[config.mk]
export PLATFORM = sky130hd
export DESIGN_NAME = lsu_flat
export DESIGN_NICKNAME = d
export VERILOG_FILES = /design/src/common/wb_pkg.sv /design/src/common/data_bus_if.sv /design/src/design/writeback/lsu.sv /design/src/flat_wrapper.sv
export SDC_FILE = /design/constraint.sdc
export NUM_CORES = 1
export LEC_CHECK = 0
export BUFFER_PORTS_ARGS = -buffer_cell sky130_fd_sc_hd__buf_4
export CORE_ASPECT_RATIO = 0.7
export CORE_UTILIZATION = 25
export DETAILED_ROUTE_END_ITERATION = 10
export HOLD_SLACK_MARGIN = 0.1
export PLACE_DENSITY_LB_ADDON = 0.15
export SYNTH_ARGS = -nofsm -noshare
export SYNTH_HDL_FRONTEND = slang
export SYNTH_SLANG_ARGS = --single-unit
export TNS_END_PERCENT = 30
[constraint.sdc]
create_clock -name clk -period 4.12 [get_ports clk]
set_input_delay 0.206 -clock clk [delete_from_list [all_inputs] [get_ports clk]]
set_output_delay 0.206 -clock clk [all_outputs]
set_load 0.03 [all_outputs]
[src/common/wb_pkg.sv]
/* Shared types and constants for the write-back end of the RV32 machine-mode core.
   CSR addresses follow the privileged spec; memory addresses on the data bus are word indices. */
package wb_pkg;

    typedef logic [31:0] word_t;
    typedef logic [4:0]  reg_sel_t;
    typedef logic [11:0] csr_addr_t;
    typedef logic [3:0]  byte_mask_t;

    typedef enum logic [2:0] {ALU, LOAD, STORE, CSR, ECALL, EBREAK, MRET} wb_op_e;

    // Low bits of funct3
    typedef enum logic [1:0] {CSR_RW = 2'd1, CSR_RS = 2'd2, CSR_RC = 2'd3} csr_op_e;

    // funct3[1:0], funct3[2] marks an unsigned load
    typedef enum logic [1:0] {BYTE = 2'd0, HALF = 2'd1, WORD = 2'd2} mem_size_e;

    typedef enum logic [1:0] {IDLE, MEM_WAIT, DONE} wb_state_e;

    // ========================================================================
    // Machine CSR addresses
    // ========================================================================
    localparam csr_addr_t MSTATUS  = 12'h300;
    localparam csr_addr_t MIE      = 12'h304;
    localparam csr_addr_t MTVEC    = 12'h305;
    localparam csr_addr_t MSCRATCH = 12'h340;
    localparam csr_addr_t MEPC     = 12'h341;
    localparam csr_addr_t MCAUSE   = 12'h342;
    localparam csr_addr_t MTVAL    = 12'h343;
    localparam csr_addr_t MIP      = 12'h344;
    localparam csr_addr_t MINSTRET = 12'hB02;

    // Trap causes
    localparam word_t CAUSE_BREAKPOINT = 32'd3;
    localparam word_t CAUSE_ECALL_M    = 32'd11;

endpackage

[src/common/data_bus_if.sv]
/* Data memory bus. Master holds req and payload until gnt; a granted read
   returns rdata with rvalid exactly one cycle later. */
`timescale 1ns/10ps

interface data_bus_if import wb_pkg::*; ();

    logic       req;
    logic       we;
    word_t      addr;
    word_t      wdata;
    byte_mask_t mask;
    logic       gnt;
    word_t      rdata;
    logic       rvalid;

    modport master  (output req, we, addr, wdata, mask, input gnt, rdata, rvalid);

    modport slave   (input req, we, addr, wdata, mask, output gnt, rdata, rvalid);

    modport monitor (input req, we, addr, wdata, mask, gnt, rdata, rvalid);

endinterface

[src/design/writeback/lsu.sv]
/* Naturally aligned accesses only; low address bits pick the lane, no misalign traps.
   Bus addresses are word indices. */
`timescale 1ns/10ps

module lsu import wb_pkg::*; (
    input  logic       clk,
    input  logic       rst,
    input  logic       ld_req,
    input  logic       st_req,
    input  word_t      mem_addr,
    input  word_t      mem_wdata,
    input  mem_size_e  mem_size,
    input  logic       ld_unsigned,
    output logic       ld_done,
    output word_t      ld_data,
    output logic       st_done,
    data_bus_if.master bus
);

    logic      rd_pend;
    logic [1:0] off_q;
    mem_size_e size_q;
    logic      unsigned_q;
    word_t     shifted;

    // No new request while a read is outstanding
    assign bus.req   = (ld_req || st_req) && !rd_pend;
    assign bus.we    = st_req;
    assign bus.addr  = {2'b00, mem_addr[31:2]};

    always_comb begin
        case (mem_size)
            BYTE: begin
                bus.mask  = 4'b0001 << mem_addr[1:0];
                bus.wdata = {4{mem_wdata[7:0]}};
            end
            HALF: begin
                bus.mask  = 4'b0011 << {mem_addr[1], 1'b0};
                bus.wdata = {2{mem_wdata[15:0]}};
            end
            default: begin
                bus.mask  = 4'b1111;
                bus.wdata = mem_wdata;
            end
        endcase
    end

    assign st_done = st_req && bus.gnt;
    assign ld_done = rd_pend && bus.rvalid;

    always_ff @(posedge clk) begin
        if (rst) begin
            rd_pend <= 1'b0;
        end else if (bus.req && bus.gnt && !bus.we) begin
            rd_pend <= 1'b1;
        end else if (bus.rvalid) begin
            rd_pend <= 1'b0;
        end
    end

    // Lane info for the returning read
    always_ff @(posedge clk) begin
        if (bus.req && bus.gnt && !bus.we) begin
            off_q      <= mem_addr[1:0];
            size_q     <= mem_size;
            unsigned_q <= ld_unsigned;
        end
    end

    assign shifted = bus.rdata >> {off_q, 3'b000};

    always_comb begin
        case (size_q)
            BYTE:    ld_data = {{24{shifted[7] && !unsigned_q}}, shifted[7:0]};
            HALF:    ld_data = {{16{shifted[15] && !unsigned_q}}, shifted[15:0]};
            default: ld_data = shifted;
        endcase
    end

endmodule

[src/flat_wrapper.sv]
// flat-port wrapper written by rule: the top's interface ports become plain ports
module lsu_flat import wb_pkg::*;
  (clk, rst, ld_req, st_req, mem_addr, mem_wdata, mem_size, ld_unsigned, ld_done, ld_data, st_done, bus_req, bus_we, bus_addr, bus_wdata, bus_mask, bus_gnt, bus_rdata, bus_rvalid);
  data_bus_if bus_i ();
  input  logic clk;
  input  logic rst;
  input  logic ld_req;
  input  logic st_req;
  input  word_t mem_addr;
  input  word_t mem_wdata;
  input  mem_size_e mem_size;
  input  logic ld_unsigned;
  output logic ld_done;
  output word_t ld_data;
  output logic st_done;
  output wire logic [$bits(bus_i.req)-1:0] bus_req;
  output wire logic [$bits(bus_i.we)-1:0] bus_we;
  output wire logic [$bits(bus_i.addr)-1:0] bus_addr;
  output wire logic [$bits(bus_i.wdata)-1:0] bus_wdata;
  output wire logic [$bits(bus_i.mask)-1:0] bus_mask;
  input wire logic [$bits(bus_i.gnt)-1:0] bus_gnt;
  input wire logic [$bits(bus_i.rdata)-1:0] bus_rdata;
  input wire logic [$bits(bus_i.rvalid)-1:0] bus_rvalid;
  assign bus_req = bus_i.req;
  assign bus_we = bus_i.we;
  assign bus_addr = bus_i.addr;
  assign bus_wdata = bus_i.wdata;
  assign bus_mask = bus_i.mask;
  assign bus_i.gnt = bus_gnt;
  assign bus_i.rdata = bus_rdata;
  assign bus_i.rvalid = bus_rvalid;
  lsu u_core (.clk(clk), .rst(rst), .ld_req(ld_req), .st_req(st_req), .mem_addr(mem_addr), .mem_wdata(mem_wdata), .mem_size(mem_size), .ld_unsigned(ld_unsigned), .ld_done(ld_done), .ld_data(ld_data), .st_done(st_done), .bus(bus_i));
endmodule
# Yosys cells after proc, flatten, opt, wreduce, memory -nomap -nowiden
# Index checks and enable logic that the tools add are counted.
totals:
  reg_bits: 6
  word_cells: 28
op_classes:
  reduce_logical: 14
  shift: 3
  n_eq_ne: 2
  n_mux: 5
ops:
  columns: ["operator", "n"]
  rows:
  - ["$pmux 32 s2", 2]
  - ["$shr 32x5->32", 1]
  - ["$pmux 4 s2", 1]
  - ["$logic_and 1x1->1", 7]
  - ["$eq 2x1->1 const B", 2]
  - ["$logic_not 2->1", 2]
  - ["$shl 1x2->4 const A", 1]
  - ["$shl 2x2->4 const A", 1]
  - ["$logic_not 1->1", 3]
  - ["$mux 1", 2]
  - ["$reduce_bool 2->1", 1]
  - ["$logic_or 1x1->1", 1]

# Depth between registers and ports, before layout
logic_depth:
  ltp_word: 5
  depth_mapped: 5
  mapped_depth_nobuf: 3

# Worst setup path before layout
# OpenSTA, ideal clock, no wires.
synth_path:
  path_type: "register -> output"
  from: "register u_core.off_q[1]"
  to: "output port ld_data[24]"
  stages_incl_launch_ff: 6
  path_slack_ns: 2.358
  t_arrival_ns: 1.556
  n_path_buf: 2
  cell_sequence: "edfxtp_1 -> buf_6 -> nor2b_1 -> o221ai_4 -> buf_6 -> o2bb2ai_1"
synth_between:
  elab_chain_len: 3
  word_cells_on_any_way: 4
synth_lines:
  columns: ["item", "line", "source"]
  rows:
  - ["start, declared", "lsu.sv:21", "logic [1:0] off_q;"]
  - ["start signal, assigned", "lsu.sv:64", "off_q <= mem_addr[1:0];"]
  - ["$shr 32x5->32 *", "lsu.sv:70", "assign shifted = bus.rdata >> {off_q, 3'b000};"]
  - ["$logic_and 1x1->1, on equally long branches", "lsu.sv:75, lsu.sv:74", null]
  - ["$pmux 32 s2 *", "lsu.sv:73", "case (size_q)"]
  - ["end, declared", "flat_wrapper.sv:14", "output word_t ld_data;"]
# Mark *: on every way between the ends. The rest lies on a longest branch, timed or not.

# Worst setup path after layout
layout_path:
  from: "register u_core.off_q[1]"
  to: "output port ld_data[16]"
# The elaborated chain is that of the path after synthesis.

==> results.tsv <==
metric	value	unit
slew_headroom	0.267	
numCtsBuffers	3	
grt_overflow_total	0	
area_growth	52.3	%
timing.final.crit_share	0.671	
drcViolationCount	0	
firstDrtPassIters	4	
dpl_cell_area	0.00251	sq mm
grt_max_degree	31	
cp-start-kind	flip-flop	
synth.distinct_cells	29	
cts_hold_buffers	0	
gp_congestion	0.768	
critPathKind	reg -> out	
p_total	489	uW
wl_per_cell	14.9	um
synth_top_cell_by_area	buf_4	
dp_cells	395	
via_per_inst	4.60	
final_nets	414	
grt_pass1_wl	8.95	mm
cp-end-kind	output pin	
final_area	0.00256	sq mm
htree_levels	1	
antenna_left	0	
synth_area_leaders	buf_4, mux2i_1, mux2_2	
cts_resized	0	
power_frac_comb	0.660	
tns	0	ns
slew_viol_final	0	
clock-sinks	6	
run_status	completed	
drive_above_1_share	0.588	
crit_path_max_fanout	26	
cpMaxStageDelayCell	edfxtp_1	
max-vdd-ir-drop	0.0818	mV
powerDensity	191	mW/mm^2
clk_pin_slew	0.04	ns
hold_viol_final	0	
p_int	278	uW
crit_chain	mux2_4, nor2_2, o22ai_1, buf_4	
start_util	0.264	
ys_warn_count	0	
cts_setup_buffers	0	
io_pins	209	
cts_tree	built	
root_buffer	clkbuf_8	
fmax	0.362	GHz
syn_inst	211	
swShare	0.431	
seqPwrFrac	0.149	
min_period	2.76	ns
hold_path.class	in -> reg	
fin_cells	399	
dieArea	0.00705	sq mm
power.share.clock	0.192	
track_usage	0.159	
drt-initial-drc-count	72	
synth.cell_area	0.00168	sq mm
worst_ep_arrival_time	2.56	ns
post-dp-hpwl	4.83	mm
grt_pass1_vias	1741	
avgSynthCellArea	7.95	sq um
leakagePower	1.23	nW
io_buffers	146	
die_y	70.5	um
p_sw	211	uW
worst_pin_slew	1.08	ns
clkLatencyLatePin	0.22	ns
antenna_cells	0	
coreArea	0.00637	sq mm
ys_ff_latch	6	
synth_top_area_share	0.192	
fp-row-count	24	
setup_viol	0	
cpPeakStageDelay	1.02	ns
vias	1837	
cap_violations	0	
rsz0062_at_grt	no	
antenna_found_initial	0	
die_x	99.9	um
clock-skew-final	0.00116	ns
cp.required	3.91	ns
seq_area_frac_synth	0.101	
clk_path_buf_depth	2	
wirelength	5.95	mm
area by class of cell:
cell class	instances	area (sq um)
inverters	2	7.51
multi-input cells	149	1120
repair buffers	147	1100
clock buffers	4	45.0
fillers	720	3810
well taps	91	114
flip-flops and latches	6	170
per-layer routing:
metal  track usage  vias up  wire length [um]
li1              -      912                 -
met1         0.194      837              2510
met2         0.271       72              2850
met3        0.0474       16               490
met4        0.0458        0                89
met5             0        -                 0
power by group through the flow:
stage	logic (mW)	registers [mW]	clock network, mW
4_1_cts	0.325	0.0727	0.0974
3_3_place_gp	0.324	0.0735	0
5_1_grt	0.342	0.0731	0.101
3_5_place_dp	0.324	0.0736	0
6_report	0.322	0.0727	0.0937
2_1_floorplan	0.244	0.0702	0
logic make-up after synthesis:
family | Yosys count | share of synthesized area
muxes | 43 | 0.275
AOI/OAI and AO/OA | 60 | 0.245
and+or+nand+nor | 43 | 0.136
DFF | 6 | 0.101
xor gates and xnor gates | 1 | 0.00522
buffers and inverters | 57 | 0.236
other | 1 | 0.00223
critical path: cells and delay by family (launching register included):
kind                   cells  cell delay [ns]
buffers and inverters      1             0.20
DFF                        1             1.02
and+or+nand+nor            1             0.52
muxes                      1             0.40
AOI/OAI and AO/OA          1             0.19
per-stage QoR:
stage / hold slack, ns / utilization / worst slack [ns]
global placement: 0.366 / 0.394 / 1.67
detailed placement: 0.367 / 0.394 / 1.59
CTS: 0.128 / 0.402 / 1.34
global route: 0.131 / 0.402 / 1.20
floorplan: 0.278 / - / 2.36
finish: 0.136 / 0.402 / 1.36
state kept, by name, indices dropped and copies added (netlist names):
name               flops
u_core.off_q           2
u_core.size_q          2
u_core.unsigned_q      1
u_core.rd_pend         1
synthesized netlist by cell type:
cell type  count
nor2_2         1
o2bb2ai_1      8
conb_1         1
nor4bb_1       1
mux2_4         2
buf_2          4
edfxtp_1       5
a221oi_4       1
nor2b_1       10
a21oi_1       23
nand2_1        9
a211oi_1       7
and2_1         2
inv_1          2
a21o_1         2
buf_4         43
dfxtp_1        1
mux2_2        17
buf_6          2
xnor2_1        1
o21bai_1       2
o221ai_4       1
o22ai_1        8
or2_2          9
clkbuf_1       6
nor2_1         9
o21ai_0        8
mux2i_1       24
nand2b_1       2
worst paths after layout:
path / from / to / slack (ns) / cells after the start
worst min-delay path: rst / u_core.rd_pend / 0.14 / 2
worst max-delay path: u_core.off_q[1] / ld_data[16] / 1.36 / 4
worst min register to register: u_core.rd_pend / u_core.rd_pend / 0.53 / 2
worst max register to register: u_core.rd_pend / u_core.off_q[0] / 2.49 / 1
layout by cell type, fill, tap and decap left out, drive strengths merged, types with 4 or more instances in the layout:
master,count
o21ai,8
o22ai,8
a21oi,23
edfxtp,5
mux2,19
nor2,10
a211oi,7
nand2,9
clkbuf,4
mux2i,24
nor2b,10
o2bb2ai,8
buf,147
or2,9
(Power assumes the default switching activity.)
