[src/common/wb_pkg.sv]
/* Shared types and constants for the write-back end of the RV32 machine-mode core.
   CSR addresses follow the privileged spec; memory addresses on the data bus are word indices. */
package wb_pkg;

    typedef logic [31:0] word_t;
    typedef logic [4:0]  reg_sel_t;
    typedef logic [11:0] csr_addr_t;
    typedef logic [3:0]  byte_mask_t;

    typedef enum logic [2:0] {ALU, LOAD, STORE, CSR, ECALL, EBREAK, MRET} wb_op_e;

    // Low bits of funct3
    typedef enum logic [1:0] {CSR_RW = 2'd1, CSR_RS = 2'd2, CSR_RC = 2'd3} csr_op_e;

    // funct3[1:0], funct3[2] marks an unsigned load
    typedef enum logic [1:0] {BYTE = 2'd0, HALF = 2'd1, WORD = 2'd2} mem_size_e;

    typedef enum logic [1:0] {IDLE, MEM_WAIT, DONE} wb_state_e;

    // ========================================================================
    // Machine CSR addresses
    // ========================================================================
    localparam csr_addr_t MSTATUS  = 12'h300;
    localparam csr_addr_t MIE      = 12'h304;
    localparam csr_addr_t MTVEC    = 12'h305;
    localparam csr_addr_t MSCRATCH = 12'h340;
    localparam csr_addr_t MEPC     = 12'h341;
    localparam csr_addr_t MCAUSE   = 12'h342;
    localparam csr_addr_t MTVAL    = 12'h343;
    localparam csr_addr_t MIP      = 12'h344;
    localparam csr_addr_t MINSTRET = 12'hB02;

    // Trap causes
    localparam word_t CAUSE_BREAKPOINT = 32'd3;
    localparam word_t CAUSE_ECALL_M    = 32'd11;

endpackage

[src/design/writeback/csr_file.sv]
/* Machine CSRs only, direct-mode mtvec. mip reads zero, minstret is read-only,
   unknown addresses read zero and drop writes. */
`timescale 1ns/10ps

module csr_file import wb_pkg::*; (
    input  logic      clk,
    input  logic      rst,
    input  logic      csr_en,
    input  csr_addr_t csr_addr,
    input  csr_op_e   csr_op,
    input  word_t     csr_operand,
    output word_t     csr_rdata,
    input  logic      trap_ecall,
    input  logic      trap_ebreak,
    input  logic      trap_mret,
    input  word_t     trap_pc,
    input  logic      retire,
    output word_t     mtvec_value,
    output word_t     mepc_value
);

    // msie, mtie, meie positions
    localparam word_t IRQ_BITS = 32'h0000_0888;

    logic  mstatus_mie;
    logic  mstatus_mpie;
    word_t mie_q;
    word_t mtvec_q;
    word_t mscratch_q;
    word_t mepc_q;
    word_t mcause_q;
    word_t mtval_q;
    word_t minstret_q;
    word_t wr_value;

    assign mtvec_value = mtvec_q;
    assign mepc_value  = mepc_q;

    // ========================================================================
    // Read side
    // ========================================================================
    always_comb begin
        csr_rdata = '0;
        case (csr_addr)
            MSTATUS: begin
                csr_rdata[3]     = mstatus_mie;
                csr_rdata[7]     = mstatus_mpie;
                csr_rdata[12:11] = 2'b11;
            end
            MIE:      csr_rdata = mie_q;
            MTVEC:    csr_rdata = mtvec_q;
            MSCRATCH: csr_rdata = mscratch_q;
            MEPC:     csr_rdata = mepc_q;
            MCAUSE:   csr_rdata = mcause_q;
            MTVAL:    csr_rdata = mtval_q;
            MINSTRET: csr_rdata = minstret_q;
            default:  csr_rdata = '0;
        endcase
    end

    // Write, set or clear against the old value
    always_comb begin
        case (csr_op)
            CSR_RW:  wr_value = csr_operand;
            CSR_RS:  wr_value = csr_rdata | csr_operand;
            CSR_RC:  wr_value = csr_rdata & ~csr_operand;
            default: wr_value = csr_rdata;
        endcase
    end

    // ========================================================================
    // Update side
    // ========================================================================
    always_ff @(posedge clk) begin
        if (rst) begin
            mstatus_mie  <= 1'b0;
            mstatus_mpie <= 1'b0;
            mie_q        <= '0;
            mtvec_q      <= '0;
            mscratch_q   <= '0;
            mepc_q       <= '0;
            mcause_q     <= '0;
            mtval_q      <= '0;
            minstret_q   <= '0;
        end else begin
            if (retire) begin
                minstret_q <= minstret_q + 32'd1;
            end

            if (trap_ecall || trap_ebreak) begin
                mepc_q       <= {trap_pc[31:2], 2'b00};
                mcause_q     <= trap_ebreak ? CAUSE_BREAKPOINT : CAUSE_ECALL_M;
                mtval_q      <= trap_ebreak ? trap_pc : '0;
                mstatus_mpie <= mstatus_mie;
                mstatus_mie  <= 1'b0;
            end else if (trap_mret) begin
                mstatus_mie  <= mstatus_mpie;
                mstatus_mpie <= 1'b1;
            end else if (csr_en) begin
                case (csr_addr)
                    MSTATUS: begin
                        mstatus_mie  <= wr_value[3];
                        mstatus_mpie <= wr_value[7];
                    end
                    MIE:      mie_q      <= wr_value & IRQ_BITS;
                    MTVEC:    mtvec_q    <= {wr_value[31:2], 2'b00};
                    MSCRATCH: mscratch_q <= wr_value;
                    MEPC:     mepc_q     <= {wr_value[31:2], 2'b00};
                    MCAUSE:   mcause_q   <= wr_value;
                    MTVAL:    mtval_q    <= wr_value;
                    default: ;
                endcase
            end
        end
    end

endmodule

[config.mk]
export PLATFORM = sky130hd
export DESIGN_NAME = csr_file
export DESIGN_NICKNAME = d
export VERILOG_FILES = /design/src/common/wb_pkg.sv /design/src/design/writeback/csr_file.sv
export SDC_FILE = /design/constraint.sdc
export NUM_CORES = 1
export LEC_CHECK = 0
export BUFFER_PORTS_ARGS = -buffer_cell sky130_fd_sc_hd__buf_2
export CORE_MARGIN = 2
export CORE_UTILIZATION = 50
export CTS_CLUSTER_SIZE = 28
export DETAILED_ROUTE_END_ITERATION = 8
export PLACE_DENSITY_LB_ADDON = 0.12
export SYNTH_ARGS = -nofsm -noshare
export SYNTH_HDL_FRONTEND = slang
export SYNTH_SLANG_ARGS = --single-unit
[constraint.sdc]
create_clock -name clk -period 5.1 [get_ports clk]
set_input_delay 0.255 -clock clk [delete_from_list [all_inputs] [get_ports clk]]
set_output_delay 0.255 -clock clk [all_outputs]
set_load 0.1 [all_outputs]
# Word-level counts from Yosys, hierarchy flattened
# Index checks and enable logic that the tools add are counted.
# totals
ff_bits	193
input_bits	85
out_inout_bits	96
elab_cells	74
# op_classes
add_sub_neg	1
n_eq_ne	12
mux	29
n_bitwise	5
n_reduce_logical	18
# op_table
cell	n
$mux W32	13
$pmux W19 S6	1
$pmux W32 S3	1
$eq A12 B10 Y1 const B	7
$pmux W3 S6	3
$add A32 B1 Y32 const B	1
$and A32 B32 Y32	1
$not A32 Y32	1
$or A32 B32 Y32	1
$pmux W1 S8	2
$pmux W2 S8	1
$eq A12 B12 Y1 const B	1
$reduce_and A4 Y1	3
$reduce_bool A2 Y1	6
$reduce_and A3 Y1	3
$mux W1	7
$reduce_bool A3 Y1	2
$eq A2 B2 Y1 const B	2
$mux W4	1
$reduce_and A2 Y1	2
$eq A2 B1 Y1 const B	1
$ne A2 B1 Y1 const B	1
$not A1 Y1	2
$reduce_or A2 Y1	1
$logic_or A1 B1 Y1	1

# Longest topological paths before layout
# Gate-level depths: netlist of run 1.
# logic_depth
ltp_word	8
mapped_depth	10
mapped_depth_nobuf	6

# Worst setup path before layout of run 1
# Ideal clock, no wire load.
# synth_timing
path_type	input -> register
start	in csr_addr[5]
end	reg mepc_q[3] (netlist: mepc_value[3])
arrival_time_ns	2.860
t_required_ns	5.004
setup_slack_ns	2.144
cell_stages	8
path_cell_list	or4b_1 buf_2 buf_6 nor3_4 a22oi_1 nand3_1 a21oi_1 o311ai_1
# synth_via
elab_chain_cells	8
elab_cells_between_ends	18
classes_between	eq/ne (8); mux (6); bitwise (2); reduce/logical (2)
# synth_rtl
element	line	rtl
from (decl)	csr_file.sv:9	input csr_addr_t csr_addr,
$eq A12 B12 Y1, or another cell as far along	csr_file.sv:44	case (csr_addr)
$pmux W1 S8 *	csr_file.sv:44	
via csr_rdata[3]	csr_file.sv:12	output word_t csr_rdata,
$and A32 B32 Y32 or $or A32 B32 Y32 (tied branches)	csr_file.sv:66, csr_file.sv:65	
$pmux W32 S3 *	csr_file.sv:63	case (csr_op)
$mux W32 *	csr_file.sv:100	case (csr_addr)
$mux W32 *	csr_file.sv:99	end else if (csr_en) begin
$mux W32 *	csr_file.sv:96	end else if (trap_mret) begin
$mux W32 *	csr_file.sv:90	if (trap_ecall || trap_ebreak) begin
to (signal assigned)	csr_file.sv:91	mepc_q <= {trap_pc[31:2], 2'b00};
to (signal assigned)	csr_file.sv:108	MEPC: mepc_q <= {wr_value[31:2], 2'b00};
to (decl)	csr_file.sv:30	word_t mepc_q;
# The timed path passes the listed nets; every way through them passes the cells marked *. The select of a mux whose other input is x is not followed.
# A chain may end at the register's enable or synchronous reset.

# Final worst setup path of run 1
# layout_timing
start	in csr_addr[5]
end	out csr_rdata[6]
# layout_via
elab_chain_cells	2
elab_cells_between_ends	7
classes_between	eq/ne (6); mux (1)
# layout_rtl
element	line
$eq A12 B12 Y1 or $eq A12 B10 Y1 (tied branches)	csr_file.sv:44
$pmux W3 S6 *	csr_file.sv:44
to (decl)	csr_file.sv:12
# Mark *: on every way between the ends. The rest lies on a longest branch, timed or not.

==> qor.txt, run 1 <==
number of nets in the layout -> 1511
Leakage -> 4.663 nW
min Tclk post-route -> 3.385 ns
unrepaired setup endpoints after global routing -> false
largest net degree at the start of global routing -> 76
crit path max fanout -> 21
CP most frequent cell -> buf_2
Avg Inst Size Synth -> 7.860 um^2
Worst Tran Pin Value -> 0.9937 ns
worst path arrival time -> 3.13 ns
setup TNS -> 0 ns
Synth Instances -> 1320
# port buffers -> 176
clock sinks -> 193
Detailed Route WL -> 37.36 mm
setup violators final -> 0
R2R Path End -> minstret_q[31]
Placeable Area -> 20300 um^2
Critical-path top delay cell -> nor4_4
Synth Flop Type -> dfxtp_1
Cell variety after synth -> 70
Cell Rows -> 52
effective utilization at floorplan -> 51.11%
synthesis-to-finish area growth -> 14.23%
total power -> 3.486 mW
CTS buffer count -> 17
CP startpoint kind -> input pin
storage element area -> 3864 um^2
Final Hold Vio Count -> 0
worst hold endpoint -> mepc_value[3]
CTS Hold Bufs -> 0
Max Fclk -> 295.4 MHz
critical path class -> in2out
FFs w/ async S/R, synth -> 0%
1st-pass router iterations -> 6
Area contributors post-synth -> dfxtp_1, nand2_1, a21oi_1
multi-input logic area -> 5973 um^2
final cell count without fillers -> 1709
initial antenna violation count -> 1
CTS clk-pin slew, worst paths -> 0.07 ns
critical-path cell list -> buf_2, or4_1, nor4_4, buf_4, a222oi_1, nand2_1, buf_2
Final Max Tran Viols -> 0
layout cells sized above 1 -> 19.33%
Tcrit/Tclk final -> 66.37%
Worst Path Required -> 4.85 ns
Max Cap Viol -> 0
drt via density -> 6.305
clk buf depth -> 2
drt wl/cell -> 21.86 um
Synth Cell Area -> 10370 um^2
Synth area leader -> dfxtp_1
worst-skew pair later-pin latency -> 0.44 ns
Worst slew margin -> 33.24%
vias in the first global route -> 9532
Worst Hold Launch -> trap_pc[3]
status -> complete, no violations
Placed Cells -> 1676
global route overflow -> 0
gpl congestion -> 0.9526
Synth top area share -> 37.24%
worst hold path depth -> 3
highest cell delay on the worst timing path -> 0.81 ns
worst IR drop on VDD -> 218.0 uV
CTS H-tree lvls -> 4
Die X -> 148.1 um
clk root buf -> clkbuf_16
first-pass GRT wire length -> 56.85 mm
post-CTS sizing -> 0
Fill cells -> 1963
hold_ws -> 0.07772 ns
Top Family by Delay on Critical Path -> simple AND/OR/NAND/NOR gates
PwrDens -> 294.1 nW/um^2
Worst setup EP type -> output port
crit path launch -> csr_addr[5]
HPWL Detailed -> 26.00 mm
I/O Pins -> 181
synthesis-stage register bit count -> 193
YS warnings -> 0
EDFF count, synth -> 0
Die Area -> 21920 um^2
CP bufs+invs -> 3
Die H -> 148.1 um
antenna viol nets, final -> 0
Post-CTS Setup Inserts -> 0
most frequent cells after synthesis -> dfxtp_1, nand2_1, a21oi_1
CTS tree -> done
register area share after synthesis -> 37.24%
setup slack, reg-to-reg -> 2.45 ns
RR Startpoint -> minstret_q[6]
Iteration-0 DRC Markers -> 1115
vias -> 10776
DRC -> 0
skew final -> 0.01697 ns
R2R depth -> 6
GRT Total Usage -> 33.57%
Hold/Removal Path Class -> in2reg
==> layout by cell type, fill, tap and decap left out, types with 30 or more instances in the layout <==
| master | netlist | routed |
|---|---|---|
| a22oi_1 | 36 | 36 |
| nand2_1 | 193 | 193 |
| mux2i_1 | 30 | 30 |
| a211oi_1 | 51 | 51 |
| o21ai_0 | 50 | 50 |
| dfxtp_1 | 193 | 193 |
| nand3_1 | 109 | 109 |
| nor2_1 | 126 | 125 |
| buf_2 | 28 | 175 |
| a21oi_1 | 130 | 130 |
==> worst register-to-register path: stages (launching register included) <==
cell,delay (ns)
dfxtp_1,0.47
nand4_1,0.19
or2_2,0.34
nor3_1,0.71
nand2_1,0.32
or3_1,0.42
a21oi_1,0.14
==> flip-flops by register name (all words and copies together) (netlist names) <==
register / flops
mtval_q: 32
mtvec_value: 30
mscratch_q: 32
mcause_q: 32
mstatus_mie: 1
mepc_value: 30
mie_q: 3
mstatus_mpie: 1
minstret_q: 32
==> cells by family after synthesis <==
group                    share of synthesized area (%)
AO/OA/AOI/OAI                                    23.59
XOR/XNOR                                         4.559
adder cells (fa/ha/maj)                         0.1206
buffers and inverters                            5.367
flip-flops                                       37.24
multiplexers                                     5.282
other                                          0.03614
AND/OR/NAND/NOR                                  23.81
==> stage by stage <==
| step | area [um^2] | util [%] | worst slack (ns) |
|---|---|---|---|
| 3_5_place_dp | 11260 | 55.45 | 1.706 |
| 5_1_grt | 11850 | 58.38 | 1.648 |
| 2_1_floorplan | 10390 | - | 2.144 |
| 3_3_place_gp | 11260 | 55.45 | 1.787 |
| 6_report | 11850 | 58.38 | 1.715 |
| 4_1_cts | 11850 | 58.37 | 1.775 |
==> layer usage <==
metal / global-route usage, % / routed length, um / vias up
met1: 52.32 / 17120 / 5118
met3: 6.933 / 3997 / 55
met4: 9.619 / 831 / 0
met2: 46.30 / 15410 / 584
met5: 0 / 0 / -
li1: - / - / 5019
==> area by class of cell <==
type,count,area share [%]
clock buffer,19,3.737
multi-input combinational,1007,50.40
antenna,1,0.02111
clock inverter,13,1.256
tap,270,2.850
sequential,193,32.60
inverter,7,0.2217
timing repair buffer,199,8.910
==> report_power, final <==
part	leakage [nW]	switching (mW)	internal, mW
registers	1.57	0.0315	1.54
clock network	0.281	0.633	0.745
logic	2.81	0.397	0.136
total	4.66	1.06	2.42
==> worst max-delay path by stage <==
stage                               end  slack, ns  cells past startpoint
final                      csr_rdata[6]       1.71                      7
after global routing       csr_rdata[6]       1.65                      7
after CTS                  csr_rdata[6]       1.78                      7
after detailed placement     mtval_q[9]       1.71                      8
after global placement       mtval_q[9]       1.79                      8
after floorplan           mepc_value[3]       2.14                      8
Power figures use the tool's default switching activity.
==> run 2: changes to the inputs <==
==> constraint.sdc (replaced) <==
create_clock -name clk -period 2.8 [get_ports clk]
set_input_delay 0.14 -clock clk [delete_from_list [all_inputs] [get_ports clk]]
set_output_delay 0.14 -clock clk [all_outputs]
set_load 0.1 [all_outputs]
==> run 2 against run 1 <==
- clock power increased by 81%
- critical endpoint is now csr_rdata[27]
- design area increased by 8.8%
- critical path type unchanged
- utilization increased by 5.1 points
==> qor.txt, run 2 (synthesis gave the netlist of run 1 again) <==
CP most frequent cell -> buf_12
DRC -> 0
global route overflow -> 0
number of nets in the layout -> 1562
clock sinks -> 193
Max Cap Viol -> 0
highest cell delay on the worst timing path -> 0.66 ns
synthesis-to-finish area growth -> 24.29%
Final Max Tran Viols -> 0
worst IR drop on VDD -> 374.3 uV
most common cell after layout, fill and taps aside -> dfxtp_1
Worst Path Required -> 2.66 ns
setup violators final -> 0
CP bufs+invs -> 3
CTS tree -> done
critical-path cell list -> buf_2, or4_1, nor4_4, buf_12, and2_1, a222oi_1, nand3_1, buf_12
HPWL Detailed -> 26.55 mm
Detailed Route WL -> 38.04 mm
setup TNS -> 0 ns
commonest cells after routing, fill and taps aside -> dfxtp_1, nand2_1, buf_2, a21oi_1, nor2_1
worst path arrival time -> 2.38 ns
GRT Total Usage -> 34.25%
largest net degree at the start of global routing -> 135
Max Fclk -> 397.3 MHz
gpl congestion -> 0.9675
CTS H-tree lvls -> 4
CP startpoint kind -> input pin
1st-pass router iterations -> 7
Final Hold Vio Count -> 0
effective utilization at floorplan -> 51.11%
CTS buffer count -> 17
Hold/Removal Path Class -> in2reg
antenna viol nets, final -> 0
clk root buf -> clkbuf_16
Placeable Area -> 20300 um^2
worst-skew pair later-pin latency -> 0.45 ns
Die H -> 148.1 um
layout cells sized above 1 -> 21.36%
# port buffers -> 176
Top Family by Delay on Critical Path -> simple AND/OR/NAND/NOR gates
CTS clk-pin slew, worst paths -> 0.08 ns
Worst Tran Pin Value -> 1.219 ns
min Tclk post-route -> 2.517 ns
# diodes -> 0
Final Instance Area -> 12890 um^2
first-pass GRT wire length -> 58.48 mm
Die Area -> 21920 um^2
unrepaired setup endpoints after global routing -> false
DP Area -> 12090 um^2
Worst setup EP type -> output port
I/O Pins -> 181
Iteration-0 DRC Markers -> 1288
clk buf depth -> 2
initial antenna violation count -> 1
vias -> 11069
Worst slew margin -> 18.72%
drt wl/cell -> 21.62 um
Tcrit/Tclk final -> 89.88%
PwrDens -> 495.4 nW/um^2
crit path max fanout -> 23
setup ws final -> 0.2832 ns
total power -> 6.388 mW
Post-CTS Setup Inserts -> 0
vias in the first global route -> 9945
Die X -> 148.1 um
Cell Rows -> 52
Critical-path top delay cell -> or4_1
status -> complete, no violations
skew final -> 0.01491 ns
Leakage -> 5.027 nW
critical path class -> in2out
drt via density -> 6.293
DP Worst Slack -> 0.2469 ns
-- run 2: cell count changes in the layout (fill, tap and decap cells not counted), moves of 8 or more --
cell           delta
nand2_1           -8
dlygate4sd3_1    +21
nand2_2           +8
buf_2            -32
buf_4            +22
buf_12           +40
-- run 2: cell type report --
type / instances / area [um^2]
clock buffers: 17 / 425.4
fillers: 1857 / 7405
clock inverters: 15 / 171.4
multi-input cells: 1007 / 5998
well taps: 270 / 337.8
inverters: 7 / 26.28
repair buffers: 250 / 2072
flip-flops and latches: 193 / 3864
-- run 2: report_power, final --
group	internal, mW	switching, mW	total (mW)
Combinational	0.286	0.734	1.02
Sequential	2.81	0.0567	2.87
Clock	1.28	1.22	2.50
-- run 2: what timing repair did --
item / in CTS / in global routing
resized for setup: 0 / 0
hold endpoints to repair: 23 / 0
hold buffers: 21 / 0
-- run 2: metal layers --
metal,up-vias,track usage (%),share of wire [%]
met4,0,9.095,2.2
met5,-,0,0
met2,705,47.75,42
met3,64,9.417,13
li1,5118,-,-
met1,5182,51.72,43
-- run 2: through the flow --
stage / cells / hold WS (ns) / util [%]
3_5_place_dp: 1706 / 0.4158 / 59.55
4_1_cts: 1759 / 0.0002156 / 63.52
2_1_floorplan: 1323 / 0.2617 / -
3_3_place_gp: 1706 / 0.4023 / 59.55
5_1_grt: 1759 / 0.005868 / 63.52
6_report: 1759 / 0.0005683 / 63.52
-- run 2: final timing paths --
kind	from	to	slack [ns]	cells after the start
worst max-delay path	csr_addr[5]	csr_rdata[27]	0.28	8
worst min-delay path	trap_pc[21]	mepc_value[21]	0.0006	3
worst max register to register	minstret_q[5]	minstret_q[31]	0.62	7
worst min register to register	mscratch_q[15]	mscratch_q[15]	0.45	2
-- run 2: tightest hold or removal path, stage by stage --
cell	delay, ns
buf_2	0.09
o21ai_0	0.08
a21oi_1	0.11
