==> src/common/wb_pkg.sv <==
/* Shared types and constants for the write-back end of the RV32 machine-mode core.
   CSR addresses follow the privileged spec; memory addresses on the data bus are word indices. */
package wb_pkg;

    typedef logic [31:0] word_t;
    typedef logic [4:0]  reg_sel_t;
    typedef logic [11:0] csr_addr_t;
    typedef logic [3:0]  byte_mask_t;

    typedef enum logic [2:0] {ALU, LOAD, STORE, CSR, ECALL, EBREAK, MRET} wb_op_e;

    // Low bits of funct3
    typedef enum logic [1:0] {CSR_RW = 2'd1, CSR_RS = 2'd2, CSR_RC = 2'd3} csr_op_e;

    // funct3[1:0], funct3[2] marks an unsigned load
    typedef enum logic [1:0] {BYTE = 2'd0, HALF = 2'd1, WORD = 2'd2} mem_size_e;

    typedef enum logic [1:0] {IDLE, MEM_WAIT, DONE} wb_state_e;

    // ========================================================================
    // Machine CSR addresses
    // ========================================================================
    localparam csr_addr_t MSTATUS  = 12'h300;
    localparam csr_addr_t MIE      = 12'h304;
    localparam csr_addr_t MTVEC    = 12'h305;
    localparam csr_addr_t MSCRATCH = 12'h340;
    localparam csr_addr_t MEPC     = 12'h341;
    localparam csr_addr_t MCAUSE   = 12'h342;
    localparam csr_addr_t MTVAL    = 12'h343;
    localparam csr_addr_t MIP      = 12'h344;
    localparam csr_addr_t MINSTRET = 12'hB02;

    // Trap causes
    localparam word_t CAUSE_BREAKPOINT = 32'd3;
    localparam word_t CAUSE_ECALL_M    = 32'd11;

endpackage

==> src/common/data_bus_if.sv <==
/* Data memory bus. Master holds req and payload until gnt; a granted read
   returns rdata with rvalid exactly one cycle later. */
`timescale 1ns/10ps

interface data_bus_if import wb_pkg::*; ();

    logic       req;
    logic       we;
    word_t      addr;
    word_t      wdata;
    byte_mask_t mask;
    logic       gnt;
    word_t      rdata;
    logic       rvalid;

    modport master  (output req, we, addr, wdata, mask, input gnt, rdata, rvalid);

    modport slave   (input req, we, addr, wdata, mask, output gnt, rdata, rvalid);

    modport monitor (input req, we, addr, wdata, mask, gnt, rdata, rvalid);

endinterface

==> src/design/data_arbiter.sv <==
/* Fixed priority, LSU over host. Only one read may be outstanding;
   its owner is tracked so rvalid goes back to the right master. */
`timescale 1ns/10ps

module data_arbiter (
    input  logic       clk,
    input  logic       rst,
    data_bus_if.slave  lsu_bus,
    data_bus_if.slave  host_bus,
    data_bus_if.master ram_bus
);

    logic sel_lsu;
    logic rd_owner_host;

    assign sel_lsu = lsu_bus.req;

    // Forward the winning payload
    assign ram_bus.req   = lsu_bus.req || host_bus.req;
    assign ram_bus.we    = sel_lsu ? lsu_bus.we    : host_bus.we;
    assign ram_bus.addr  = sel_lsu ? lsu_bus.addr  : host_bus.addr;
    assign ram_bus.wdata = sel_lsu ? lsu_bus.wdata : host_bus.wdata;
    assign ram_bus.mask  = sel_lsu ? lsu_bus.mask  : host_bus.mask;

    assign lsu_bus.gnt  = lsu_bus.req && ram_bus.gnt;
    assign host_bus.gnt = !lsu_bus.req && ram_bus.gnt;

    always_ff @(posedge clk) begin
        if (rst) begin
            rd_owner_host <= 1'b0;
        end else if (ram_bus.req && ram_bus.gnt && !ram_bus.we) begin
            rd_owner_host <= !sel_lsu;
        end
    end

    assign lsu_bus.rdata   = ram_bus.rdata;
    assign host_bus.rdata  = ram_bus.rdata;
    assign lsu_bus.rvalid  = ram_bus.rvalid && !rd_owner_host;
    assign host_bus.rvalid = ram_bus.rvalid && rd_owner_host;

endmodule

==> src/flat_wrapper.sv <==
// flat-port wrapper written by rule: the top's interface ports become plain ports
module data_arbiter_flat 
  (clk, rst, lsu_bus_req, lsu_bus_we, lsu_bus_addr, lsu_bus_wdata, lsu_bus_mask, lsu_bus_gnt, lsu_bus_rdata, lsu_bus_rvalid, host_bus_req, host_bus_we, host_bus_addr, host_bus_wdata, host_bus_mask, host_bus_gnt, host_bus_rdata, host_bus_rvalid, ram_bus_req, ram_bus_we, ram_bus_addr, ram_bus_wdata, ram_bus_mask, ram_bus_gnt, ram_bus_rdata, ram_bus_rvalid);
  data_bus_if lsu_bus_i ();
  data_bus_if host_bus_i ();
  data_bus_if ram_bus_i ();
  input  logic clk;
  input  logic rst;
  input wire logic [$bits(lsu_bus_i.req)-1:0] lsu_bus_req;
  input wire logic [$bits(lsu_bus_i.we)-1:0] lsu_bus_we;
  input wire logic [$bits(lsu_bus_i.addr)-1:0] lsu_bus_addr;
  input wire logic [$bits(lsu_bus_i.wdata)-1:0] lsu_bus_wdata;
  input wire logic [$bits(lsu_bus_i.mask)-1:0] lsu_bus_mask;
  output wire logic [$bits(lsu_bus_i.gnt)-1:0] lsu_bus_gnt;
  output wire logic [$bits(lsu_bus_i.rdata)-1:0] lsu_bus_rdata;
  output wire logic [$bits(lsu_bus_i.rvalid)-1:0] lsu_bus_rvalid;
  input wire logic [$bits(host_bus_i.req)-1:0] host_bus_req;
  input wire logic [$bits(host_bus_i.we)-1:0] host_bus_we;
  input wire logic [$bits(host_bus_i.addr)-1:0] host_bus_addr;
  input wire logic [$bits(host_bus_i.wdata)-1:0] host_bus_wdata;
  input wire logic [$bits(host_bus_i.mask)-1:0] host_bus_mask;
  output wire logic [$bits(host_bus_i.gnt)-1:0] host_bus_gnt;
  output wire logic [$bits(host_bus_i.rdata)-1:0] host_bus_rdata;
  output wire logic [$bits(host_bus_i.rvalid)-1:0] host_bus_rvalid;
  output wire logic [$bits(ram_bus_i.req)-1:0] ram_bus_req;
  output wire logic [$bits(ram_bus_i.we)-1:0] ram_bus_we;
  output wire logic [$bits(ram_bus_i.addr)-1:0] ram_bus_addr;
  output wire logic [$bits(ram_bus_i.wdata)-1:0] ram_bus_wdata;
  output wire logic [$bits(ram_bus_i.mask)-1:0] ram_bus_mask;
  input wire logic [$bits(ram_bus_i.gnt)-1:0] ram_bus_gnt;
  input wire logic [$bits(ram_bus_i.rdata)-1:0] ram_bus_rdata;
  input wire logic [$bits(ram_bus_i.rvalid)-1:0] ram_bus_rvalid;
  assign lsu_bus_i.req = lsu_bus_req;
  assign lsu_bus_i.we = lsu_bus_we;
  assign lsu_bus_i.addr = lsu_bus_addr;
  assign lsu_bus_i.wdata = lsu_bus_wdata;
  assign lsu_bus_i.mask = lsu_bus_mask;
  assign lsu_bus_gnt = lsu_bus_i.gnt;
  assign lsu_bus_rdata = lsu_bus_i.rdata;
  assign lsu_bus_rvalid = lsu_bus_i.rvalid;
  assign host_bus_i.req = host_bus_req;
  assign host_bus_i.we = host_bus_we;
  assign host_bus_i.addr = host_bus_addr;
  assign host_bus_i.wdata = host_bus_wdata;
  assign host_bus_i.mask = host_bus_mask;
  assign host_bus_gnt = host_bus_i.gnt;
  assign host_bus_rdata = host_bus_i.rdata;
  assign host_bus_rvalid = host_bus_i.rvalid;
  assign ram_bus_req = ram_bus_i.req;
  assign ram_bus_we = ram_bus_i.we;
  assign ram_bus_addr = ram_bus_i.addr;
  assign ram_bus_wdata = ram_bus_i.wdata;
  assign ram_bus_mask = ram_bus_i.mask;
  assign ram_bus_i.gnt = ram_bus_gnt;
  assign ram_bus_i.rdata = ram_bus_rdata;
  assign ram_bus_i.rvalid = ram_bus_rvalid;
  data_arbiter u_core (.clk(clk), .rst(rst), .lsu_bus(lsu_bus_i), .host_bus(host_bus_i), .ram_bus(ram_bus_i));
endmodule
==> config.mk <==
export PLATFORM = sky130hd
export DESIGN_NAME = data_arbiter_flat
export DESIGN_NICKNAME = d
export VERILOG_FILES = /design/src/common/wb_pkg.sv /design/src/common/data_bus_if.sv /design/src/design/data_arbiter.sv /design/src/flat_wrapper.sv
export SDC_FILE = /design/constraint.sdc
export NUM_CORES = 1
export LEC_CHECK = 0
export ABC_CLOCK_PERIOD_IN_PS = 2110
export BUFFER_PORTS_ARGS = -buffer_cell sky130_fd_sc_hd__buf_2
export CORE_AREA = 2 2 123 125
export CTS_BUF_LIST = sky130_fd_sc_hd__clkbuf_8
export CTS_CLUSTER_DIAMETER = 200
export DETAILED_ROUTE_END_ITERATION = 16
export DIE_AREA = 0 0 125 127
export PLACE_DENSITY_LB_ADDON = 0.3
export SYNTH_ARGS = -nofsm -noshare
export SYNTH_HDL_FRONTEND = slang
export SYNTH_SLANG_ARGS = --single-unit
==> constraint.sdc <==
create_clock -name clk -period 2.11 [get_ports clk]
set_input_delay 0.1055 -clock clk [delete_from_list [all_inputs] [get_ports clk]]
set_output_delay 0.1055 -clock clk [all_outputs]
set_load 0.02 [all_outputs]
**Word level (Yosys, flattened, before mapping)**

Index checks and enable logic that the tools add are counted.

- Mux-type cells: 4
- Reductions and logical operators: 10

Operator list:

| cell | count |
|---|---|
| $mux 32 | 2 |
| $logic_and 1x1->1 | 6 |
| $mux 4 | 1 |
| $logic_not 1->1 | 3 |
| $logic_or 1x1->1 | 1 |
| $mux 1 | 1 |

- Register bits: 1
- Bits of input ports: 176
- Word-level logic and storage cells: 15

**Depth between registers and ports, before layout**

Gate-level depths: netlist of the first run.

- Depth after elaboration: 3
- Depth in mapped cells: 3
- Depth with buffers taken out: 2

**Least setup slack after synthesis of the first run**

No wires, ideal clock.

- Path type: input-to-output
- From: input port lsu_bus_req
- To: output port ram_bus_addr[0]
- Arrival: 765 ps
- Required time: 2,004 ps
- Setup slack: 1,240 ps
- Stages on the path: 3
- Buffers on the path: 2
- Path through: buf_6 -> buf_12 -> mux2_4

- Longest elaborated chain between the ends: 1

RTL lines:

| element | RTL line | text |
|---|---|---|
| start: declaration | flat_wrapper.sv:9 | `input wire logic [$bits(lsu_bus_i.req)-1:0] lsu_bus_req;` |
| $mux 32 | data_arbiter.sv:21 | `assign ram_bus.addr = sel_lsu ? lsu_bus.addr : host_bus.addr;` |
| end: declaration | flat_wrapper.sv:27 | `output wire logic [$bits(ram_bus_i.addr)-1:0] ram_bus_addr;` |

Every way passes these cells.

**Worst setup path after layout of the first run**

- From: input port lsu_bus_req
- To: output port ram_bus_addr[28]

Same word-level chain as after synthesis.

==> metrics, run 1 <==
Die Ht 127 µm; pin slew with the least headroom to its limit 0.4163 ns; antenna viol nets, final 0; total power between 0.0006 and 0.0007 W; CP arrival 1.34 ns; Hold Buf Count CTS 0; Synth cell types 13; Yosys top cell by area mux2_4; kind of critical path in -> out; via count approximately 1600; CP required 2.00 ns; max reg flops 1; vias in the first global route 1599; status finished clean; Filler cells between 1500 and 2000; initial antenna violation count 1; WL final between 5 and 6 mm; reg-to-reg startpoint u_core.rd_owner_host$_SDFFE_PP0P_; synthesized flop and latch total 1; Max-slew headroom 0.7225; Final Slew Violations 0; Synthesis Warnings 0; PostCTS Resize Cnt 0; peak supply drop slightly below 0.07 mV; post-synthesis sequential area ratio 0.01143; Hold Crit Start ram_bus_rdata[28]; worst setup path startpoint lsu_bus_req; IO Port Bufs 217; Worst-Skew Late Latency 0 ns; # rows 44; crit-path max FO 40; Die Width 125 µm; startpoint class of the critical path input port; setup repair bufs after CTS 0; setup slack, reg-to-reg roughly 1.4 ns; Synthesized Nets 327; Final nets 477; ranking of synthesized cells by area mux2_4 58%, buf_4 27%, buf_12 8.0%; period utilization 0.6835; ys async rst share 0; first-pass GRT wire length 7.403 mm; main flop type after synthesis dfxtp_1; Yosys top cell area share 0.5829; Top-Level Pins 314; Post-synth EDFFs 0; Critical R2R Capture u_core.rd_owner_host$_SDFFE_PP0P_; maximum clock rate 693.4 MHz; Hold Crit Class in -> out; Max-Cap Viols 0; vias per cell 3.288; cell with the most instances after synthesis mux2_4; CP endpoint ram_bus_addr[28]; minimum clock period 1.442 ns; Top Registers u_core.rd_owner_host: 1 flops; Starting Density 0.1214; GP Congestion 0.7454; Worst R2R Path Depth 2; Gate Count Post-Synth 151; Mapped Avg Cell Area 11.60 µm²; clock skew 0 ns; setup TNS 0 ns; Core ar. 14420 µm²; power per cell area 254.9 nW/µm²; Post-synth top cells 68 x mux2_4, 64 x buf_4, 7 x buf_12, 2 x inv_1, 2 x nor2b_1; initial DRC count 23; first drt pass iteration count 4; gr usage total 0.05490; Layout area overhead 41.21%; ANT cells 0; Residual DRC 0; kind of end point of the critical path output port; Die ar. 15880 µm²; Top reg by flops u_core.rd_owner_host; final hold vios 0; largest net degree at the start of global routing 41; share of cells above drive strength 1 0.9766; drt wl/cell approximately 11 µm; Final setup viols 0; Leakage 1.471 nW; unrepaired setup endpoints after global routing false; grt ovf 0; synthesized area 1752 µm²
## where the power goes
group / switching (W) / total [W] / leakage, nW / internal, W
Clock: 0 / 0 / 0 / 0
Sequential: 0.000000368 / 0.0000203 / 0.00812 / 0.0000199
Combinational: 0.000283 / 0.000610 / 1.46 / 0.000327
Total: 0.000283 / 0.000630 / 1.47 / 0.000347
## cells in the final DEF, fill, tap and decap left out
cell	netlist	layout
a221oi_2	1	1
or2_2	1	1
and2_4	1	1
dfxtp_1	1	1
nor2b_1	2	2
buf_4	64	3
and2_1	1	1
inv_1	2	2
buf_2	0	216
mux2_2	1	1
nand4bb_1	1	1
buf_12	7	1
mux2_4	68	68
## metal layers
layer,routed length (µm),vias up,global-route usage
met2,2711,129,0.1061
met3,699,10,0.01926
met4,51,0,0.007843
li1,-,749,-
met5,0,-,0
met1,1837,700,0.05858
## worst max-delay path: stages
cell and delay [ns]:
buf_4 0.36, buf_12 0.32, mux2_4 0.33, buf_2 0.17
## cells by family (layout without fill, tap and decap cells)
kind of cell | Yosys count | in the layout | synth area share
and+or+nand+nor | 6 | 6 | 0.02572
buffers and inverters | 74 | 222 | 0.3650
DFF | 1 | 1 | 0.01143
AOI/OAI and AO/OA | 1 | 1 | 0.008569
muxes | 69 | 69 | 0.5893
## metrics by stage
step,setup slack [ns],utilization,cell area [µm²],std cells,hold slack (ns)
floorplan,1.240,-,1752,151,0.1717
global placement,0.6622,0.1715,2474,483,0.2112
detailed placement,0.6350,0.1715,2474,483,0.2112
CTS,0.6365,0.1715,2474,483,0.2112
global route,0.5937,0.1715,2474,483,0.2110
finish,0.6677,0.1715,2474,483,0.2110
## area by class of cell
cell class                      instances  area [µm²]  share of cell area
Tap cell                              184       230.2             0.09307
Inverter                                2       7.507            0.003035
Timing Repair Buffer                  220        1124              0.4542
Sequential cell                         1       20.02            0.008093
Multi-Input combinational cell         76        1092              0.4416
## worst min path at each step
stage                                                   end  slack, ns  cells after the start
final                                    host_bus_rdata[28]       0.21                      0
after global routing                     host_bus_rdata[26]       0.21                      0
after CTS                                host_bus_rdata[10]       0.21                      0
after detailed placement                 host_bus_rdata[10]       0.21                      0
after global placement                   host_bus_rdata[10]       0.21                      0
after floorplan           u_core.rd_owner_host$_SDFFE_PP0P_       0.17                      1
Power figures use the tool's default switching activity.
==> run 2, diff against run 1 <==
--- a/config.mk
+++ b/config.mk
@@ -5,7 +5,7 @@
 export SDC_FILE = /design/constraint.sdc
 export NUM_CORES = 1
 export LEC_CHECK = 0
-export ABC_CLOCK_PERIOD_IN_PS = 2110
+export ABC_CLOCK_PERIOD_IN_PS = 1400
 export BUFFER_PORTS_ARGS = -buffer_cell sky130_fd_sc_hd__buf_2
 export CORE_AREA = 2 2 123 125
 export CTS_BUF_LIST = sky130_fd_sc_hd__clkbuf_8
==> constraint.sdc (replaced) <==
create_clock -name clk -period 1.4 [get_ports clk]
set_input_delay 0.07 -clock clk [delete_from_list [all_inputs] [get_ports clk]]
set_output_delay 0.07 -clock clk [all_outputs]
set_load 0.02 [all_outputs]
==> run 2 against run 1 <==
  * Routed wire length increased by 0.75%
  * Combinational power increased by 51%
  * Critical path depth unchanged
  * Final cell count decreased by 0.21%
  * Largest cell class unchanged
  * Final area increased by 0.20%
  * Worst setup slack got worse by 0.38 ns
  * Power increased by 51%
  * Clock skew unchanged
==> metrics, run 2 (synthesis results as in run 1) <==
antenna viol nets, final 0 (unchanged); CP required 1.33 ns (-0.67 ns); CP cell instances buf_4 > buf_12 > mux2_4 > buf_2; peak supply drop 0.09515 mV (+37%); clock skew 0 ns (unchanged); PostCTS Resize Cnt 0 (unchanged); CP arrival 1.05 ns (-0.29 ns); Worst-Skew Late Latency 0 ns (unchanged); Max-slew headroom 0.7498 (+0.02737); Critical R2R Capture u_core.rd_owner_host$_SDFFE_PP0P_; Leakage 1.471 nW (about the same); Residual DRC 0 (unchanged); setup repair bufs after CTS 0 (unchanged); # rows 44 (unchanged); leading cell type in the layout, fill and taps excluded buf_2; Layout area overhead 41.50%; reg-to-reg startpoint u_core.rd_owner_host$_SDFFE_PP0P_; gr usage total 0.05596 (+0.001061); crit-path max FO 48 (+20%); status finished clean; HPWL Detailed between 4 and 5 mm; final hold vios 0 (unchanged); Die ar. 15880 µm² (unchanged); Final setup viols 0 (unchanged); Top reg by flops u_core.rd_owner_host; WL final 5.341 mm (+0.75%); kind of end point of the critical path output port; Final Util 0.1718 (+0.0003470); power per cell area 385.0 nW/µm² (+51%); minimum clock period 1.116 ns; Worst R2R Path Depth 2 (unchanged); Bufs and invs on worst path 3 (unchanged); IO Port Bufs 217 (unchanged); first drt pass iteration count 2 (-2); Die Ht 127 µm (unchanged); Max-Cap Viols 0 (unchanged); startpoint class of the critical path input port; vias per cell 3.301 (+0.40%); Top Registers u_core.rd_owner_host: 1 flops; setup slack, reg-to-reg 0.71 ns (-0.72 ns); Starting Density 0.1214 (unchanged); period utilization 0.7969; Die Width 125 µm (unchanged); Crit path max-delay family buffers and inverters; Hold Crit Start ram_bus_rdata[28]; kind of critical path in -> out; share of cells above drive strength 1 0.9765 (about the same); Hold Buf Count CTS 0 (unchanged); first-pass GRT wire length 7.465 mm (+0.84%); CP peak stage delay 0.34 ns (-0.02 ns); initial antenna violation count 0 (-1); grt ovf 0 (unchanged); pin slew with the least headroom to its limit 0.3753 ns (-0.04106 ns); unrepaired setup endpoints after global routing false; initial DRC count 17 (-26%); maximum clock rate 896.4 MHz; via count 1591 (+0.19%); ANT cells 0 (unchanged); commonest non-fill, non-tap cells in the layout 216 x buf_2, 68 x mux2_4, 2 x nor2b_1, 2 x inv_1, 2 x buf_12; CP max stage cell mux2_4; hold endpoint host_bus_rdata[28]; Hold Crit Class in -> out; setup TNS 0 ns (unchanged); Hold WS 0.1400 ns (-0.07100 ns); vias in the first global route 1497 (-6.4%); largest net degree at the start of global routing 49 (+20%); GP Congestion 0.7333 (-1.6%); hold path depth 0 (unchanged); Final nets 476 (-0.21%); Final Slew Violations 0 (unchanged); Top-Level Pins 314 (unchanged); drt wl/cell 11.08 µm (+0.96%); Core ar. 14420 µm² (unchanged); max reg flops 1 (unchanged)
run 2: cell count changes in the layout (fill, tap and decap cells not counted):
| cell | previous run | this run |
|---|---|---|
| buf_12 | 1 | 2 |
| buf_4 | 3 | 1 |
run 2: layer usage:
| layer | vias up | track usage | wire [µm] |
|---|---|---|---|
| met3 | 10 | 0.02052 | 709 |
| met5 | - | 0 | 0 |
| met2 | 122 | 0.1039 | 2671 |
| li1 | 747 | - | - |
| met4 | 0 | 0.007190 | 51 |
| met1 | 712 | 0.06290 | 1908 |
run 2: worst max path at each step:
stage | start | to | slack, ns | cells past startpoint
3_3_place_gp | lsu_bus_req | ram_bus_addr[28] | 0.30 | 4
3_5_place_dp | lsu_bus_req | ram_bus_addr[28] | 0.28 | 4
6_report | lsu_bus_req | ram_bus_addr[28] | 0.28 | 4
4_1_cts | lsu_bus_req | ram_bus_addr[28] | 0.27 | 4
5_1_grt | lsu_bus_req | ram_bus_addr[28] | 0.24 | 4
2_1_floorplan | lsu_bus_req | ram_bus_addr[0] | 0.60 | 3
run 2: area by class of cell:
class | instances | area (µm²)
fillers | 1649 | 11950
inverters | 2 | 7.507
multi-input cells | 76 | 1092
flip-flops and latches | 1 | 20.02
well taps | 184 | 230.2
repair buffers | 219 | 1129
run 2: worst register-to-register path, stage by stage (launching register included):
cell	delay [ns]
dfxtp_1	0.33
inv_1	0.06
a221oi_2	0.21
run 2: power by group:
part	internal, W	switching [W]	total [W]
registers	0.0000300	0.000000684	0.0000307
logic	0.000496	0.000428	0.000924
clock network	0	0	0
total	0.000526	0.000428	0.000954
run 2: through the flow:
stage               cells  total power [W]  worst slack (ns)  cell area (µm²)
CTS                   482        0.0009680            0.2666             2479
detailed placement    482        0.0009634            0.2792             2479
global route          482         0.001015            0.2395             2479
finish                482        0.0009543            0.2844             2479
floorplan             151        0.0008947            0.6009             1752
global placement      482        0.0009558            0.2965             2479
